## config.mk

```make
export PLATFORM = sky130hd
export DESIGN_NAME = rename_stage
export DESIGN_NICKNAME = d
export VERILOG_FILES = /design/src/rtl/rename_pkg.sv /design/src/rtl/rename_stage.sv /design/src/rtl/rename_slot.sv /design/src/rtl/rename_allocator.sv /design/src/rtl/rename_operand_decoder.sv /design/src/rtl/rename_rat.sv
export SDC_FILE = /design/constraint.sdc
export NUM_CORES = 2
export LEC_CHECK = 0
export BUFFER_PORTS_ARGS = -buffer_cell sky130_fd_sc_hd__buf_2
export CORE_MARGIN = 5
export CORE_UTILIZATION = 43
export CTS_BUF_LIST = sky130_fd_sc_hd__clkbuf_16
export CTS_CLUSTER_SIZE = 25
export DETAILED_ROUTE_END_ITERATION = 16
export REMOVE_ABC_BUFFERS = 1
export SYNTH_ARGS = -nofsm -noshare
export SYNTH_HDL_FRONTEND = slang
export SYNTH_SLANG_ARGS = --single-unit
```

## constraint.sdc

```tcl
create_clock -name clk -period 14.2 [get_ports clk]
set_clock_uncertainty 0.2 [all_clocks]
set_input_delay 1.42 -clock clk [delete_from_list [all_inputs] [get_ports clk]]
set_output_delay 1.42 -clock clk [all_outputs]
set_load 0.005 [all_outputs]
```

## src/rtl/rename_pkg.sv

```systemverilog
/* Widths and encodings shared by the rename stage. Rename width is fixed at four slots;
   physical registers 0 and 1 are reserved and never enter the free pool. */
`default_nettype none

package rename_pkg;

    localparam int RENAME_WIDTH  = 4;
    localparam int ARCH_REGS     = 10;
    localparam int ARCH_W        = 4;
    localparam int PHYS_REGS     = 32;
    localparam int PR_ADDR_W     = 5;
    localparam int RESERVED_REGS = 2;
    localparam int POOL_W        = PHYS_REGS - RESERVED_REGS;
    localparam int ROB_TAG_W     = 5;
    localparam int N_CMPLT       = 4;
    localparam int N_FREE        = 4;
    localparam int OPCODE_W      = 4;
    localparam int IMM_W         = 12;
    localparam int MICRO_OP_W    = 24;
    localparam int RENAMED_OP_W  = 42;

    // flat alias table, one PR_ADDR_W field per architectural register
    localparam int ALIAS_W = ARCH_REGS * PR_ADDR_W;

    // renamed-op field offsets, counted up from bit 0
    localparam int OFF_IMM       = 0;
    localparam int OFF_SRC_B_RDY = OFF_IMM + IMM_W;
    localparam int OFF_SRC_B     = OFF_SRC_B_RDY + 1;
    localparam int OFF_SRC_A_RDY = OFF_SRC_B + PR_ADDR_W;
    localparam int OFF_SRC_A     = OFF_SRC_A_RDY + 1;
    localparam int OFF_DST_PHYS  = OFF_SRC_A + PR_ADDR_W;
    localparam int OFF_ROB_TAG   = OFF_DST_PHYS + PR_ADDR_W;
    localparam int OFF_OPCODE    = OFF_ROB_TAG + ROB_TAG_W;
    localparam int OFF_ARCH_DST  = OFF_OPCODE + OPCODE_W;

    // one micro-op word, read either as register form or as immediate form
    typedef union packed {
        struct packed {
            logic [OPCODE_W-1:0] opcode;
            logic [ARCH_W-1:0]   dst;
            logic [ARCH_W-1:0]   src_a;
            logic [ARCH_W-1:0]   src_b;
            logic [MICRO_OP_W-OPCODE_W-3*ARCH_W-1:0] unused;
        } rf;
        struct packed {
            logic [OPCODE_W-1:0] opcode;
            logic [ARCH_W-1:0]   dst;
            logic [ARCH_W-1:0]   src_a;
            logic [IMM_W-1:0]    imm;
        } imf;
    } micro_op_u;

    // top opcode bit selects immediate form
    function automatic logic is_imm_form(input logic [OPCODE_W-1:0] opcode);
        return opcode[OPCODE_W-1];
    endfunction

endpackage

`default_nettype wire
```

## src/rtl/rename_stage.sv

```systemverilog
/* Rename stage top. ROB tags are sampled with the group; a group renames only when all four
   slots get a register and the output buffer is free. Frees of registers 0 and 1 are dropped. */
`default_nettype none

module rename_stage (
    input  logic                                                        clk,
    input  logic                                                        rst,
    input  logic [rename_pkg::RENAME_WIDTH*rename_pkg::MICRO_OP_W-1:0]  group_ops,
    input  logic                                                        group_valid,
    output logic                                                        group_ready,
    input  logic [rename_pkg::RENAME_WIDTH*rename_pkg::ROB_TAG_W-1:0]   rob_tags,
    output logic [rename_pkg::RENAME_WIDTH*rename_pkg::RENAMED_OP_W-1:0] renamed_ops,
    output logic [rename_pkg::RENAME_WIDTH*rename_pkg::PR_ADDR_W-1:0]   renamed_old_alias,
    output logic [rename_pkg::RENAME_WIDTH-1:0]                         renamed_valid,
    input  logic [rename_pkg::RENAME_WIDTH-1:0]                         renamed_ready,
    input  logic [rename_pkg::N_CMPLT*rename_pkg::PR_ADDR_W-1:0]        cmplt_phys,
    input  logic [rename_pkg::N_CMPLT-1:0]                              cmplt_valid,
    input  logic [rename_pkg::N_FREE*rename_pkg::PR_ADDR_W-1:0]         free_phys,
    input  logic [rename_pkg::N_FREE-1:0]                               free_valid
);

    import rename_pkg::*;

    // group register
    logic [RENAME_WIDTH*MICRO_OP_W-1:0]   grp_ops_q;
    logic [RENAME_WIDTH*ROB_TAG_W-1:0]    grp_tags_q;
    logic                                 grp_valid_q;

    logic [POOL_W-1:0]                    pool_q;
    logic [PHYS_REGS-1:0]                 pool_view;
    logic [POOL_W-1:0]                    pool_next;
    logic [ALIAS_W-1:0]                   alias_cur;
    logic [ALIAS_W-1:0]                   alias_next;
    logic [PHYS_REGS-1:0]                 done_cur;
    logic [PHYS_REGS-1:0]                 done_next;

    // element k feeds slot k, the last one holds the whole group's result
    logic [POOL_W-1:0]                    pool_chain  [RENAME_WIDTH+1];
    logic [ALIAS_W-1:0]                   alias_chain [RENAME_WIDTH+1];
    logic [PHYS_REGS-1:0]                 done_chain  [RENAME_WIDTH+1];
    logic [RENAME_WIDTH:0]                valid_chain;

    logic [RENAME_WIDTH*RENAMED_OP_W-1:0] slot_ops;
    logic [RENAME_WIDTH*PR_ADDR_W-1:0]    slot_old;

    // output buffer
    logic [RENAME_WIDTH*RENAMED_OP_W-1:0] out_ops_q;
    logic [RENAME_WIDTH*PR_ADDR_W-1:0]    out_old_q;
    logic [RENAME_WIDTH-1:0]              out_pending_q;
    logic [RENAME_WIDTH-1:0]              pending_next;

    logic                                 do_rename;
    logic                                 group_take;

    rename_rat i_rat (
        .clk        (clk),
        .rst        (rst),
        .alias_next (alias_next),
        .done_next  (done_next),
        .alias_cur  (alias_cur),
        .done_cur   (done_cur)
    );

    assign pool_chain[0]  = pool_q;
    assign alias_chain[0] = alias_cur;
    assign done_chain[0]  = done_cur;
    assign valid_chain[0] = grp_valid_q;

    for (genvar k = 0; k < RENAME_WIDTH; k++) begin : g_slot
        rename_slot i_slot (
            .op          (grp_ops_q[k*MICRO_OP_W +: MICRO_OP_W]),
            .rob_tag     (grp_tags_q[k*ROB_TAG_W +: ROB_TAG_W]),
            .pool_in     (pool_chain[k]),
            .alias_in    (alias_chain[k]),
            .done_in     (done_chain[k]),
            .prev_valid  (valid_chain[k]),
            .cmplt_phys  (cmplt_phys),
            .cmplt_valid (cmplt_valid),
            .pool_out    (pool_chain[k+1]),
            .alias_out   (alias_chain[k+1]),
            .done_out    (done_chain[k+1]),
            .renamed_op  (slot_ops[k*RENAMED_OP_W +: RENAMED_OP_W]),
            .old_alias   (slot_old[k*PR_ADDR_W +: PR_ADDR_W]),
            .slot_valid  (valid_chain[k+1])
        );
    end

    // buffer counts as free if every still pending slot hands off this cycle
    assign pending_next = out_pending_q & ~(out_pending_q & renamed_ready);

    // last slot valid means the pool had a register for each of the four
    assign do_rename   = valid_chain[RENAME_WIDTH] && (pending_next == '0);
    assign group_ready = !grp_valid_q || do_rename;
    assign group_take  = group_valid && group_ready;

    assign alias_next = do_rename ? alias_chain[RENAME_WIDTH] : alias_cur;

    always_comb begin
        done_next = do_rename ? done_chain[RENAME_WIDTH] : done_cur;
        for (int i = 0; i < N_CMPLT; i++) begin
            if (cmplt_valid[i]) begin
                done_next[cmplt_phys[i*PR_ADDR_W +: PR_ADDR_W]] = 1'b1;
            end
        end
    end

    // widened to all physical registers so reserved ones simply fall off
    assign pool_view = {pool_q, {RESERVED_REGS{1'b0}}};

    always_comb begin
        logic [PHYS_REGS-1:0] merged;
        merged = {do_rename ? pool_chain[RENAME_WIDTH] : pool_q, {RESERVED_REGS{1'b0}}};
        for (int i = 0; i < N_FREE; i++) begin
            if (free_valid[i]) begin
                merged[free_phys[i*PR_ADDR_W +: PR_ADDR_W]] = 1'b1;
            end
        end
        pool_next = merged[PHYS_REGS-1:RESERVED_REGS];
    end

    always_ff @(posedge clk) begin
        if (rst) begin
            grp_valid_q   <= 1'b0;
            pool_q        <= '1;
            out_pending_q <= '0;
        end else begin
            if (group_take) begin
                grp_valid_q <= 1'b1;
            end else if (do_rename) begin
                grp_valid_q <= 1'b0;
            end
            pool_q        <= pool_next;
            out_pending_q <= do_rename ? {RENAME_WIDTH{1'b1}} : pending_next;
        end
    end

    always_ff @(posedge clk) begin
        if (group_take) begin
            grp_ops_q  <= group_ops;
            grp_tags_q <= rob_tags;
        end
        if (do_rename) begin
            out_ops_q <= slot_ops;
            out_old_q <= slot_old;
        end
    end

    assign renamed_ops       = out_ops_q;
    assign renamed_old_alias = out_old_q;
    assign renamed_valid     = out_pending_q;

    // a committed old alias must be outstanding, never already free
    for (genvar f = 0; f < N_FREE; f++) begin : g_free_chk
        a_no_double_free : assert property (
            @(posedge clk) disable iff (rst)
            free_valid[f] |-> !pool_view[free_phys[f*PR_ADDR_W +: PR_ADDR_W]]
        ) else $error("rename_stage: free of p%0d which is already in the pool",
                      free_phys[f*PR_ADDR_W +: PR_ADDR_W]);
    end

endmodule

`default_nettype wire

```

## src/rtl/rename_slot.sv

```systemverilog
/* One rename lane. Views coming in already carry the allocations of earlier slots in the
   same group, so intra-group dependencies resolve here. */
`default_nettype none

module rename_slot (
    input  rename_pkg::micro_op_u                           op,
    input  logic [rename_pkg::ROB_TAG_W-1:0]                rob_tag,
    input  logic [rename_pkg::POOL_W-1:0]                   pool_in,
    input  logic [rename_pkg::ALIAS_W-1:0]                  alias_in,
    input  logic [rename_pkg::PHYS_REGS-1:0]                done_in,
    input  logic                                            prev_valid,
    input  logic [rename_pkg::N_CMPLT*rename_pkg::PR_ADDR_W-1:0] cmplt_phys,
    input  logic [rename_pkg::N_CMPLT-1:0]                  cmplt_valid,
    output logic [rename_pkg::POOL_W-1:0]                   pool_out,
    output logic [rename_pkg::ALIAS_W-1:0]                  alias_out,
    output logic [rename_pkg::PHYS_REGS-1:0]                done_out,
    output logic [rename_pkg::RENAMED_OP_W-1:0]             renamed_op,
    output logic [rename_pkg::PR_ADDR_W-1:0]                old_alias,
    output logic                                            slot_valid
);

    import rename_pkg::*;

    logic [PR_ADDR_W-1:0] src_a_phys;
    logic                 src_a_ready;
    logic [PR_ADDR_W-1:0] src_b_phys;
    logic                 src_b_ready;
    logic [IMM_W-1:0]     imm;
    logic [PR_ADDR_W-1:0] dst_phys;

    // sources see the table before this slot's own destination is written
    rename_operand_decoder i_decoder (
        .op          (op),
        .alias_view  (alias_in),
        .done_view   (done_in),
        .cmplt_phys  (cmplt_phys),
        .cmplt_valid (cmplt_valid),
        .src_a_phys  (src_a_phys),
        .src_a_ready (src_a_ready),
        .src_b_phys  (src_b_phys),
        .src_b_ready (src_b_ready),
        .imm         (imm)
    );

    rename_allocator i_allocator (
        .op         (op),
        .pool_in    (pool_in),
        .alias_in   (alias_in),
        .done_in    (done_in),
        .prev_valid (prev_valid),
        .pool_out   (pool_out),
        .alias_out  (alias_out),
        .done_out   (done_out),
        .dst_phys   (dst_phys),
        .old_alias  (old_alias),
        .slot_valid (slot_valid)
    );

    always_comb begin
        renamed_op = '0;
        renamed_op[OFF_ARCH_DST  +: ARCH_W]    = op.rf.dst;
        renamed_op[OFF_OPCODE    +: OPCODE_W]  = op.rf.opcode;
        renamed_op[OFF_ROB_TAG   +: ROB_TAG_W] = rob_tag;
        renamed_op[OFF_DST_PHYS  +: PR_ADDR_W] = dst_phys;
        renamed_op[OFF_SRC_A     +: PR_ADDR_W] = src_a_phys;
        renamed_op[OFF_SRC_A_RDY]              = src_a_ready;
        renamed_op[OFF_SRC_B     +: PR_ADDR_W] = src_b_phys;
        renamed_op[OFF_SRC_B_RDY]              = src_b_ready;
        renamed_op[OFF_IMM       +: IMM_W]     = imm;
    end

endmodule

`default_nettype wire

```

## src/rtl/rename_allocator.sv

```systemverilog
/* Destination allocation for one slot. Takes the lowest free register; with an empty pool or
   no upstream valid the views pass through untouched. */
`default_nettype none

module rename_allocator (
    input  rename_pkg::micro_op_u                   op,
    input  logic [rename_pkg::POOL_W-1:0]           pool_in,
    input  logic [rename_pkg::ALIAS_W-1:0]          alias_in,
    input  logic [rename_pkg::PHYS_REGS-1:0]        done_in,
    input  logic                                    prev_valid,
    output logic [rename_pkg::POOL_W-1:0]           pool_out,
    output logic [rename_pkg::ALIAS_W-1:0]          alias_out,
    output logic [rename_pkg::PHYS_REGS-1:0]        done_out,
    output logic [rename_pkg::PR_ADDR_W-1:0]        dst_phys,
    output logic [rename_pkg::PR_ADDR_W-1:0]        old_alias,
    output logic                                    slot_valid
);

    import rename_pkg::*;

    logic [PR_ADDR_W-1:0] pick;

    // priority scan from the top, so the lowest set bit wins
    always_comb begin
        pick = '0;
        for (int i = POOL_W - 1; i >= 0; i--) begin
            if (pool_in[i]) begin
                pick = PR_ADDR_W'(i);
            end
        end
    end

    // pool bit i stands for physical register i + 2
    assign dst_phys   = pick + PR_ADDR_W'(RESERVED_REGS);
    assign old_alias  = alias_in[op.rf.dst*PR_ADDR_W +: PR_ADDR_W];
    assign slot_valid = prev_valid && (pool_in != '0);

    always_comb begin
        pool_out  = pool_in;
        alias_out = alias_in;
        done_out  = done_in;
        if (slot_valid) begin
            pool_out[pick]                             = 1'b0;
            done_out[dst_phys]                         = 1'b0;
            alias_out[op.rf.dst*PR_ADDR_W +: PR_ADDR_W] = dst_phys;
        end
    end

    // decode only produces destinations that exist in the alias table
    always_comb begin
        if (prev_valid) begin
            a_dst_in_range : assert (int'(op.rf.dst) < ARCH_REGS)
                else $error("rename_allocator: destination r%0d outside alias table",
                            op.rf.dst);
        end
    end

endmodule

`default_nettype wire

```

## src/rtl/rename_operand_decoder.sv

```systemverilog
/* Source lookup for one micro-op. Sources outside the alias table read as register 0;
   immediate form returns a ready register 0 for src_b. */
`default_nettype none

module rename_operand_decoder (
    input  rename_pkg::micro_op_u                           op,
    input  logic [rename_pkg::ALIAS_W-1:0]                  alias_view,
    input  logic [rename_pkg::PHYS_REGS-1:0]                done_view,
    input  logic [rename_pkg::N_CMPLT*rename_pkg::PR_ADDR_W-1:0] cmplt_phys,
    input  logic [rename_pkg::N_CMPLT-1:0]                  cmplt_valid,
    output logic [rename_pkg::PR_ADDR_W-1:0]                src_a_phys,
    output logic                                            src_a_ready,
    output logic [rename_pkg::PR_ADDR_W-1:0]                src_b_phys,
    output logic                                            src_b_ready,
    output logic [rename_pkg::IMM_W-1:0]                    imm
);

    import rename_pkg::*;

    logic imm_form;

    function automatic logic [PR_ADDR_W-1:0] lookup(input logic [ARCH_W-1:0] arch,
                                                    input logic [ALIAS_W-1:0] view);
        if (int'(arch) >= ARCH_REGS) begin
            return '0;
        end
        return view[arch*PR_ADDR_W +: PR_ADDR_W];
    endfunction

    // done flag, or a completion landing this cycle, or the zero register
    function automatic logic is_ready(input logic [PR_ADDR_W-1:0] phys,
                                      input logic [PHYS_REGS-1:0] done,
                                      input logic [N_CMPLT*PR_ADDR_W-1:0] c_phys,
                                      input logic [N_CMPLT-1:0] c_valid);
        logic hit;
        hit = 1'b0;
        for (int i = 0; i < N_CMPLT; i++) begin
            if (c_valid[i] && c_phys[i*PR_ADDR_W +: PR_ADDR_W] == phys) begin
                hit = 1'b1;
            end
        end
        return done[phys] || hit || (phys == '0);
    endfunction

    assign imm_form = is_imm_form(op.rf.opcode);

    always_comb begin
        src_a_phys  = lookup(op.rf.src_a, alias_view);
        src_a_ready = is_ready(src_a_phys, done_view, cmplt_phys, cmplt_valid);
        if (imm_form) begin
            src_b_phys  = '0;
            src_b_ready = 1'b1;
            imm         = op.imf.imm;
        end else begin
            src_b_phys  = lookup(op.rf.src_b, alias_view);
            src_b_ready = is_ready(src_b_phys, done_view, cmplt_phys, cmplt_valid);
            imm         = '0;
        end
    end

endmodule

`default_nettype wire

```

## src/rtl/rename_rat.sv

```systemverilog
/* Register alias table and done flags. After reset every architectural register aliases
   physical register 0 and every done flag is set. */
`default_nettype none

module rename_rat (
    input  logic                                clk,
    input  logic                                rst,
    input  logic [rename_pkg::ALIAS_W-1:0]      alias_next,
    input  logic [rename_pkg::PHYS_REGS-1:0]    done_next,
    output logic [rename_pkg::ALIAS_W-1:0]      alias_cur,
    output logic [rename_pkg::PHYS_REGS-1:0]    done_cur
);

    logic [rename_pkg::ALIAS_W-1:0]   alias_q;
    logic [rename_pkg::PHYS_REGS-1:0] done_q;

    // the stage presents the full next state every cycle
    always_ff @(posedge clk) begin
        if (rst) begin
            alias_q <= '0;
            done_q  <= '1;
        end else begin
            alias_q <= alias_next;
            done_q  <= done_next;
        end
    end

    assign alias_cur = alias_q;
    assign done_cur  = done_q;

    // reserved registers are never allocated, so nothing may ever clear their flags
    a_reserved_done : assert property (
        @(posedge clk) disable iff (rst)
        done_cur[1:0] == 2'b11
    ) else $error("rename_rat: reserved register lost its done flag");

endmodule

`default_nettype wire

```

Word level (Yosys, flattened, before mapping)
Index checks and enable logic that the tools add are counted.
Word-level totals
  bits in registers: 421
  input port bits: 171
  output and inout port bits: 193
  word-level logic and storage cells: 515
Cells by class
  add/subtract/negate cells: 8
  multiply operators: 12
  $lt $le $gt $ge: 48
  equality and inequality tests: 32
  shifts and indexed selects: 20
  muxes and demuxes: 265
  bitwise gates (word level): 27
  reduce and logical (&&, ||, !) cells: 86
Operators by type and width (number)
  $mux W5: 140
  $shiftx A50 B8 Y5: 12
  $mux W32: 13
  $or A32 B32 Y32: 8
  $bwmux W50: 4
  $mux W50: 4
  $shift A5 B34 Y50 const A: 4
  $shiftx A5 B34 Y50: 4
  $eq A5 B5 Y1: 32
  $mux W30: 5
  $lt A5 B6 Y1 const B: 24
  $neg A7 Y34: 4
  $and A32 B32 Y32: 4
  $not A32 Y32: 4
  $and A30 B30 Y30: 4
  $not A30 Y30: 4
  $reduce_bool A30 Y1: 4
  $mul A4 B3 Y7 const B: 12
  $demux W1 S5: 16
  $ge A5 B1 Y1 const B: 16
  $mux W1: 74
  $logic_and A1 B1 Y1: 54
  $bmux W1 S5: 8
  $logic_not A5 Y1: 8
  other kinds (9): 36

Logic depth before layout (Yosys ltp)
  depth in word-level cells: 158
  mapped depth: 35
  gate-level depth less buffers: 30

Modules after synthesis
A second synthesis with hierarchy kept.
Unflattened totals
  cell total of the unflattened synthesis: 3674
  area, all modules: 34860.9 um2
By module, submodules not included
  rename_stage: times used 1, cells each 943, area an instance 13669.4 um2, seq. area each 9829.4 um2
  rename_operand_decoder: times used 4, cells each 269, area an instance 2183.3 um2, seq. area each 0.0 um2
  rename_allocator (g_slot[0].i_slot.i_allocator ...): times used 3, cells each 358, area an instance 2442.3 um2, seq. area each 0.0 um2
  rename_allocator (g_slot[3].i_slot.i_allocator): times used 1, cells each 348, area an instance 2453.6 um2, seq. area each 0.0 um2
  rename_rat: times used 1, cells each 173, area an instance 2227.1 um2, seq. area each 1641.6 um2
  rename_slot: times used 4, cells each 15, area an instance 112.6 um2, seq. area each 0.0 um2

Worst setup path after synthesis
No wires, ideal clock.
  path type: reg-to-reg
  from: reg pool_q[3]
  to: reg out_old_q[0] (netlist: renamed_old_alias[0]), enable pin
  library setup time: 0.626 ns
  arrival time: 10.836 ns
  data required time: 13.374 ns
  slack: 2.539 ns
  cell stages (with the launch flop): 26
  buffers on the path: 4
  period minus slack after synthesis: 11.661 ns
  path through: dfxtp_1 -> buf_2 -> nor2_1 -> nand4_2 -> or3_1 -> clkbuf_1 -> o31a_4 -> or4_4 -> a2111oi_2 -> nor3_2 -> nor2_8 -> inv_4 -> a311oi_1 -> a31oi_1 -> a211o_1 -> a21oi_1 -> o21ai_1 -> a31o_2 -> and2_1 -> nand3_1 -> nor2_1 -> a21oi_1 -> nand2_1 -> inv_1 -> clkbuf_1 -> clkbuf_1
On the way
  cells in the longest elaborated chain, start to end: 88
  elaborated cells between the ends (all ways): 97
  classes of those cells: order compare (6); mux (73); bitwise (6); reduce/logical (12)
RTL lines
  start, declared: RTL line rename_stage.sv:29  | logic [POOL_W-1:0] pool_q;
  start signal, assigned: RTL line rename_stage.sv:132  | pool_q <= pool_next;
  $mux W5 (4 in series): RTL line rename_allocator.sv:27  | if (pool_in[i]) begin
  $lt A5 B6 Y1 (not written as such) / $ge A5 B1 Y1 (equally long branches): RTL line rename_allocator.sv:43  | pool_out[pick] = 1'b0;
  $logic_and A1 B1 Y1 (not written as such): RTL line rename_allocator.sv:43
  $mux W1 (not written as such): RTL line rename_allocator.sv:43
  $demux W1 S5: RTL line rename_allocator.sv:43
  $not A30 Y30 (no line)
  $and A30 B30 Y30 (no line)
  $mux W30: RTL line rename_allocator.sv:42  | if (slot_valid) begin
  [70 not listed]
  $demux W1 S5: RTL line rename_allocator.sv:43
  $not A30 Y30 (no line)
  $and A30 B30 Y30 (no line)
  $mux W30: RTL line rename_allocator.sv:42
  $reduce_bool A30 Y1: RTL line rename_allocator.sv:36  | assign slot_valid = prev_valid && (pool_in != '0);
  $logic_and A1 B1 Y1 *: RTL line rename_allocator.sv:36
  $logic_and A1 B1 Y1 *: RTL line rename_stage.sv:92  | assign do_rename = valid_chain[RENAME_WIDTH] && (pending_next == '0);
  named net do_rename: RTL line rename_stage.sv:52  | logic do_rename;
  end signal, assigned: RTL line rename_stage.sv:144  | out_old_q <= slot_old;
  end, declared: RTL line rename_stage.sv:48  | logic [RENAME_WIDTH*PR_ADDR_W-1:0] out_old_q;
Mark *: on every way through the listed nets, which the timed path passes. The rest lies on a longest branch.
A chain may end at the register's enable or synchronous reset.

Worst setup path after layout
  from: reg pool_q[9]
  to: out group_ready
On the way
  cells in the longest elaborated chain, start to end: 95
  elaborated cells between the ends (all ways): 104
  classes of those cells: order compare (6); mux (79); bitwise (6); reduce/logical (13)
RTL lines
  $mux W5 (10 in series): RTL line rename_allocator.sv:27
  $lt A5 B6 Y1 (not written as such) / $ge A5 B1 Y1 (equally long branches): RTL line rename_allocator.sv:43
  $logic_and A1 B1 Y1 (not written as such): RTL line rename_allocator.sv:43
  $mux W1 (not written as such): RTL line rename_allocator.sv:43
  $demux W1 S5: RTL line rename_allocator.sv:43
  $not A30 Y30 (no line)
  $and A30 B30 Y30 (no line)
  $mux W30: RTL line rename_allocator.sv:42
  [70 not listed]
  $demux W1 S5: RTL line rename_allocator.sv:43
  $not A30 Y30 (no line)
  $and A30 B30 Y30 (no line)
  $mux W30: RTL line rename_allocator.sv:42
  $reduce_bool A30 Y1: RTL line rename_allocator.sv:36
  $logic_and A1 B1 Y1 *: RTL line rename_allocator.sv:36
  $logic_and A1 B1 Y1 *: RTL line rename_stage.sv:92
  $logic_or A1 B1 Y1 *: RTL line rename_stage.sv:93  | assign group_ready = !grp_valid_q || do_rename;
  end, declared: RTL line rename_stage.sv:10  | output logic group_ready,
Every way passes the cells marked *; elsewhere a longest branch is shown, timed or not.

==> impl_metrics.ini <==
[setup_path]
rrSetupSlack_ns = 3.31
critPathTopFamily = compound AO/OA/AOI/OAI gates
critPathLaunchType = flip-flop
cp_max_fo = 22
startpoint = pool_q[9]$_SDFF_PP1_
worst_ep_arrival_time_ns = 9.50
worstSetupPathType = flip-flop to primary output
critPathCaptureType = primary output
critPathSlowestCell = nand3_1
cp_num_cells = 26
cp-endpoint = group_ready
crit_buf_inv = 5
required_ns = 12.58
r2r-start = pool_q[9]$_SDFF_PP1_
r2r_cells = 31
crit_top_cell = a21oi_1
crit_path_max_incr_delay_ns = 0.64
rr_endpoint = renamed_ops[138]$_SDFFCE_PP1P_

[timing]
finalSetupTns_ns = 0
slew_headroom_pct = 12.5
fmax_mhz = 89.9
finalHoldViolations = 0
rsz0062_at_grt = false
fin_ws_ns = 3.08
drv_slew = 0
fin_crit_sh_pct = 78.3
setup_viol = 0
period_minus_slack_ns = 11.12
tightestPinTransition_ns = 1.31

[drt]
first_pass_iters = 8
postRouteAntennaNets = 0
post_drt_wl_per_cell_um = 33.8
routed_wl_mm = 174
vias_per_cell = 6.97
routed-via-count = 36000
drc = 0
drtIter0Drc = 5540

[synth]
syn_avg_cell_area_um2 = 8.94
synth_area_um2 = 34200
synth_top_area_share_pct = 26.7
synthArstFlopShare_pct = 0
yosysTopAreaCell = edfxtp_1
synth_area_leaders = edfxtp_1 27%, mux4_2 7.4%, dfxtp_1 6.8%
synthFlopType = edfxtp_1
yosysUniqueCellTypes = 129
ys_warn_count = 0
synthesis.instances = 3830
synth-seq-cells = 421
synth_commonest_cells = 373 x nor2_1, 304 x edfxtp_1, 292 x nand2_1, 257 x o21ai_0, 252 x a21oi_1
synth_edf_count = 304
synthMostInstantiatedCell = nor2_1
ys_seq_area_share_pct = 33.5

[status]
status = complete, no violations

[clocking]
holdBufCountCts = 0
clock_sinks = 421
clk_pin_slew_worst_paths_ns = 0.06
numCtsBuffers = 50
cts-resized-gates = 0
post-cts-setup-buffer-count = 0
ctsHtreeMaxLevel = 2
clock_latency_ns = 0.66
tritoncts = yes
clockBufferDepth = 3
cts_root_buffer = clkbuf_16

[floorplan]
initial_core_util_pct = 43.3
core_um2 = 79000
pin_count = 364
dieWidth_um = 292
die_h_um = 292
design.die.area_um2 = 85400
row_count = 103

[cells_and_area]
postLayoutCellArea_um2 = 38800
nets = 4260
fillCellCount = 7572
fin_util_pct = 49.1
area_delta_synth_final_pct = 13.2
drive_above_1_share_pct = 20.2

[place]
place_area_um2 = 37100
gp_congestion = 1.14
place.port_buffers = 363
dp_slack_ns = 3.67
post-dp-hpwl_mm = 135

[global_route]
antenna_found_initial = 8
grt_pass1_wl_mm = 245
grt_pass1_vias = 33200
grt.total_usage_pct = 38.6
globalRouteOverflowTotal = 0
grt_max_degree = 122

[min_path]
hold_path.class = flip-flop to flip-flop

[job]
cap_viol_max_count = 0

[pwr]
ir_drop_v = 0.000120
power_density_nw_per_um2 = 102
finalPower_mw = 3.96
p_leak_nw = 14.1
[registers in the layout, indices dropped and copies added (netlist names)]
name,count
grp_ops_q,96
grp_valid_q,1
i_rat.done_cur,32
i_rat.alias_cur,50
grp_tags_q,20
renamed_valid,4
pool_q,30
renamed_ops,168
renamed_old_alias,20
[worst min path at each step]
| stage | start | to | cells after the start |
|---|---|---|---|
| after floorplan | grp_tags_q[10]$_DFFE_PP_ | renamed_ops[113]$_DFFE_PP_ | 0 |
| after global placement | grp_tags_q[3]$_DFFE_PP_ | renamed_ops[32]$_DFFE_PP_ | 0 |
| after detailed placement | grp_ops_q[22]$_DFFE_PP_ | renamed_ops[36]$_DFFE_PP_ | 0 |
| after CTS | grp_tags_q[1]$_DFFE_PP_ | renamed_ops[30]$_DFFE_PP_ | 0 |
| after global routing | grp_tags_q[1]$_DFFE_PP_ | renamed_ops[30]$_DFFE_PP_ | 0 |
| final | grp_tags_q[1]$_DFFE_PP_ | renamed_ops[30]$_DFFE_PP_ | 0 |
[cell usage in the layout (no fill, tap or decap), drive strengths merged, types with 22 or more instances in the layout]
master	netlist	routed
and2	72	72
nand4	45	45
nor2b	36	36
mux2i	151	151
mux4	113	113
dfxtp	117	117
nand2	292	292
xnor2	90	90
clkbuf	193	50
a21oi	255	255
xor2	45	45
buf	61	441
nor4	32	32
a31oi	45	45
o211ai	49	49
a221oi	27	27
a211oi	90	90
mux2	72	72
nand2b	44	44
o221ai	55	55
edfxtp	304	304
o22ai	62	62
nor2	376	376
a21boi	22	22
a22oi	62	62
o21ai	293	293
nor3	141	141
o31ai	38	38
inv	81	104
and3	45	45
a21o	30	30
nor3b	26	26
nand3	126	126
[area by class of cell]
type                            instances  area (um^2)  share of cell area (%)
Sequential cell                       421        11500                    29.6
Clock buffer                           50         1250                    3.23
Clock inverter                         42          394                    1.02
Tap cell                             1050         1310                    3.39
Timing Repair Buffer                  441         2420                    6.23
Antenna cell                            5         12.5                  0.0323
Multi-Input combinational cell       3067        21600                    55.6
Inverter                               88          344                   0.887
[power by group]
part / internal [mW] / leakage [nW] / switching [mW]
Clock: 0.727 / 0.846 / 0.585
Combinational: 0.356 / 9.40 / 0.764
Sequential: 1.43 / 3.85 / 0.104
Total: 2.51 / 14.1 / 1.45
[kinds of logic after synthesis]
group	share of synthesized area [%]
and+or+nand+nor	19.8
AOI/OAI and AO/OA	24.3
DFF	33.5
buffers and inverters	3.92
muxes	14.2
xor gates and xnor gates	3.45
adders and majority gates	0.760
[worst reg2reg max path, delay by kind of cell (launching register included)]
kind / cells / cell delay [ns]
AO/OA/AOI/OAI: 15 / 4.75
AND/OR/NAND/NOR: 9 / 2.71
buffers and inverters: 5 / 1.89
flip-flops: 1 / 0.58
adder cells (fa/ha/maj): 1 / 0.26
XOR/XNOR: 1 / 0.25
[per-stage QoR]
stage	cells	hold slack, ns
6_report	5164	0.209
5_1_grt	5160	0.216
2_1_floorplan	3576	0.200
3_5_place_dp	5067	0.205
3_3_place_gp	5067	0.200
4_1_cts	5159	0.214
[routing by layer]
metal / track usage, % / wire (um)
met5: 0 / 34
met4: 19.1 / 11100
met3: 9.33 / 19700
met2: 58.0 / 75100
met1: 52.3 / 68400
Note: power is estimated with default switching activity, not from simulation.
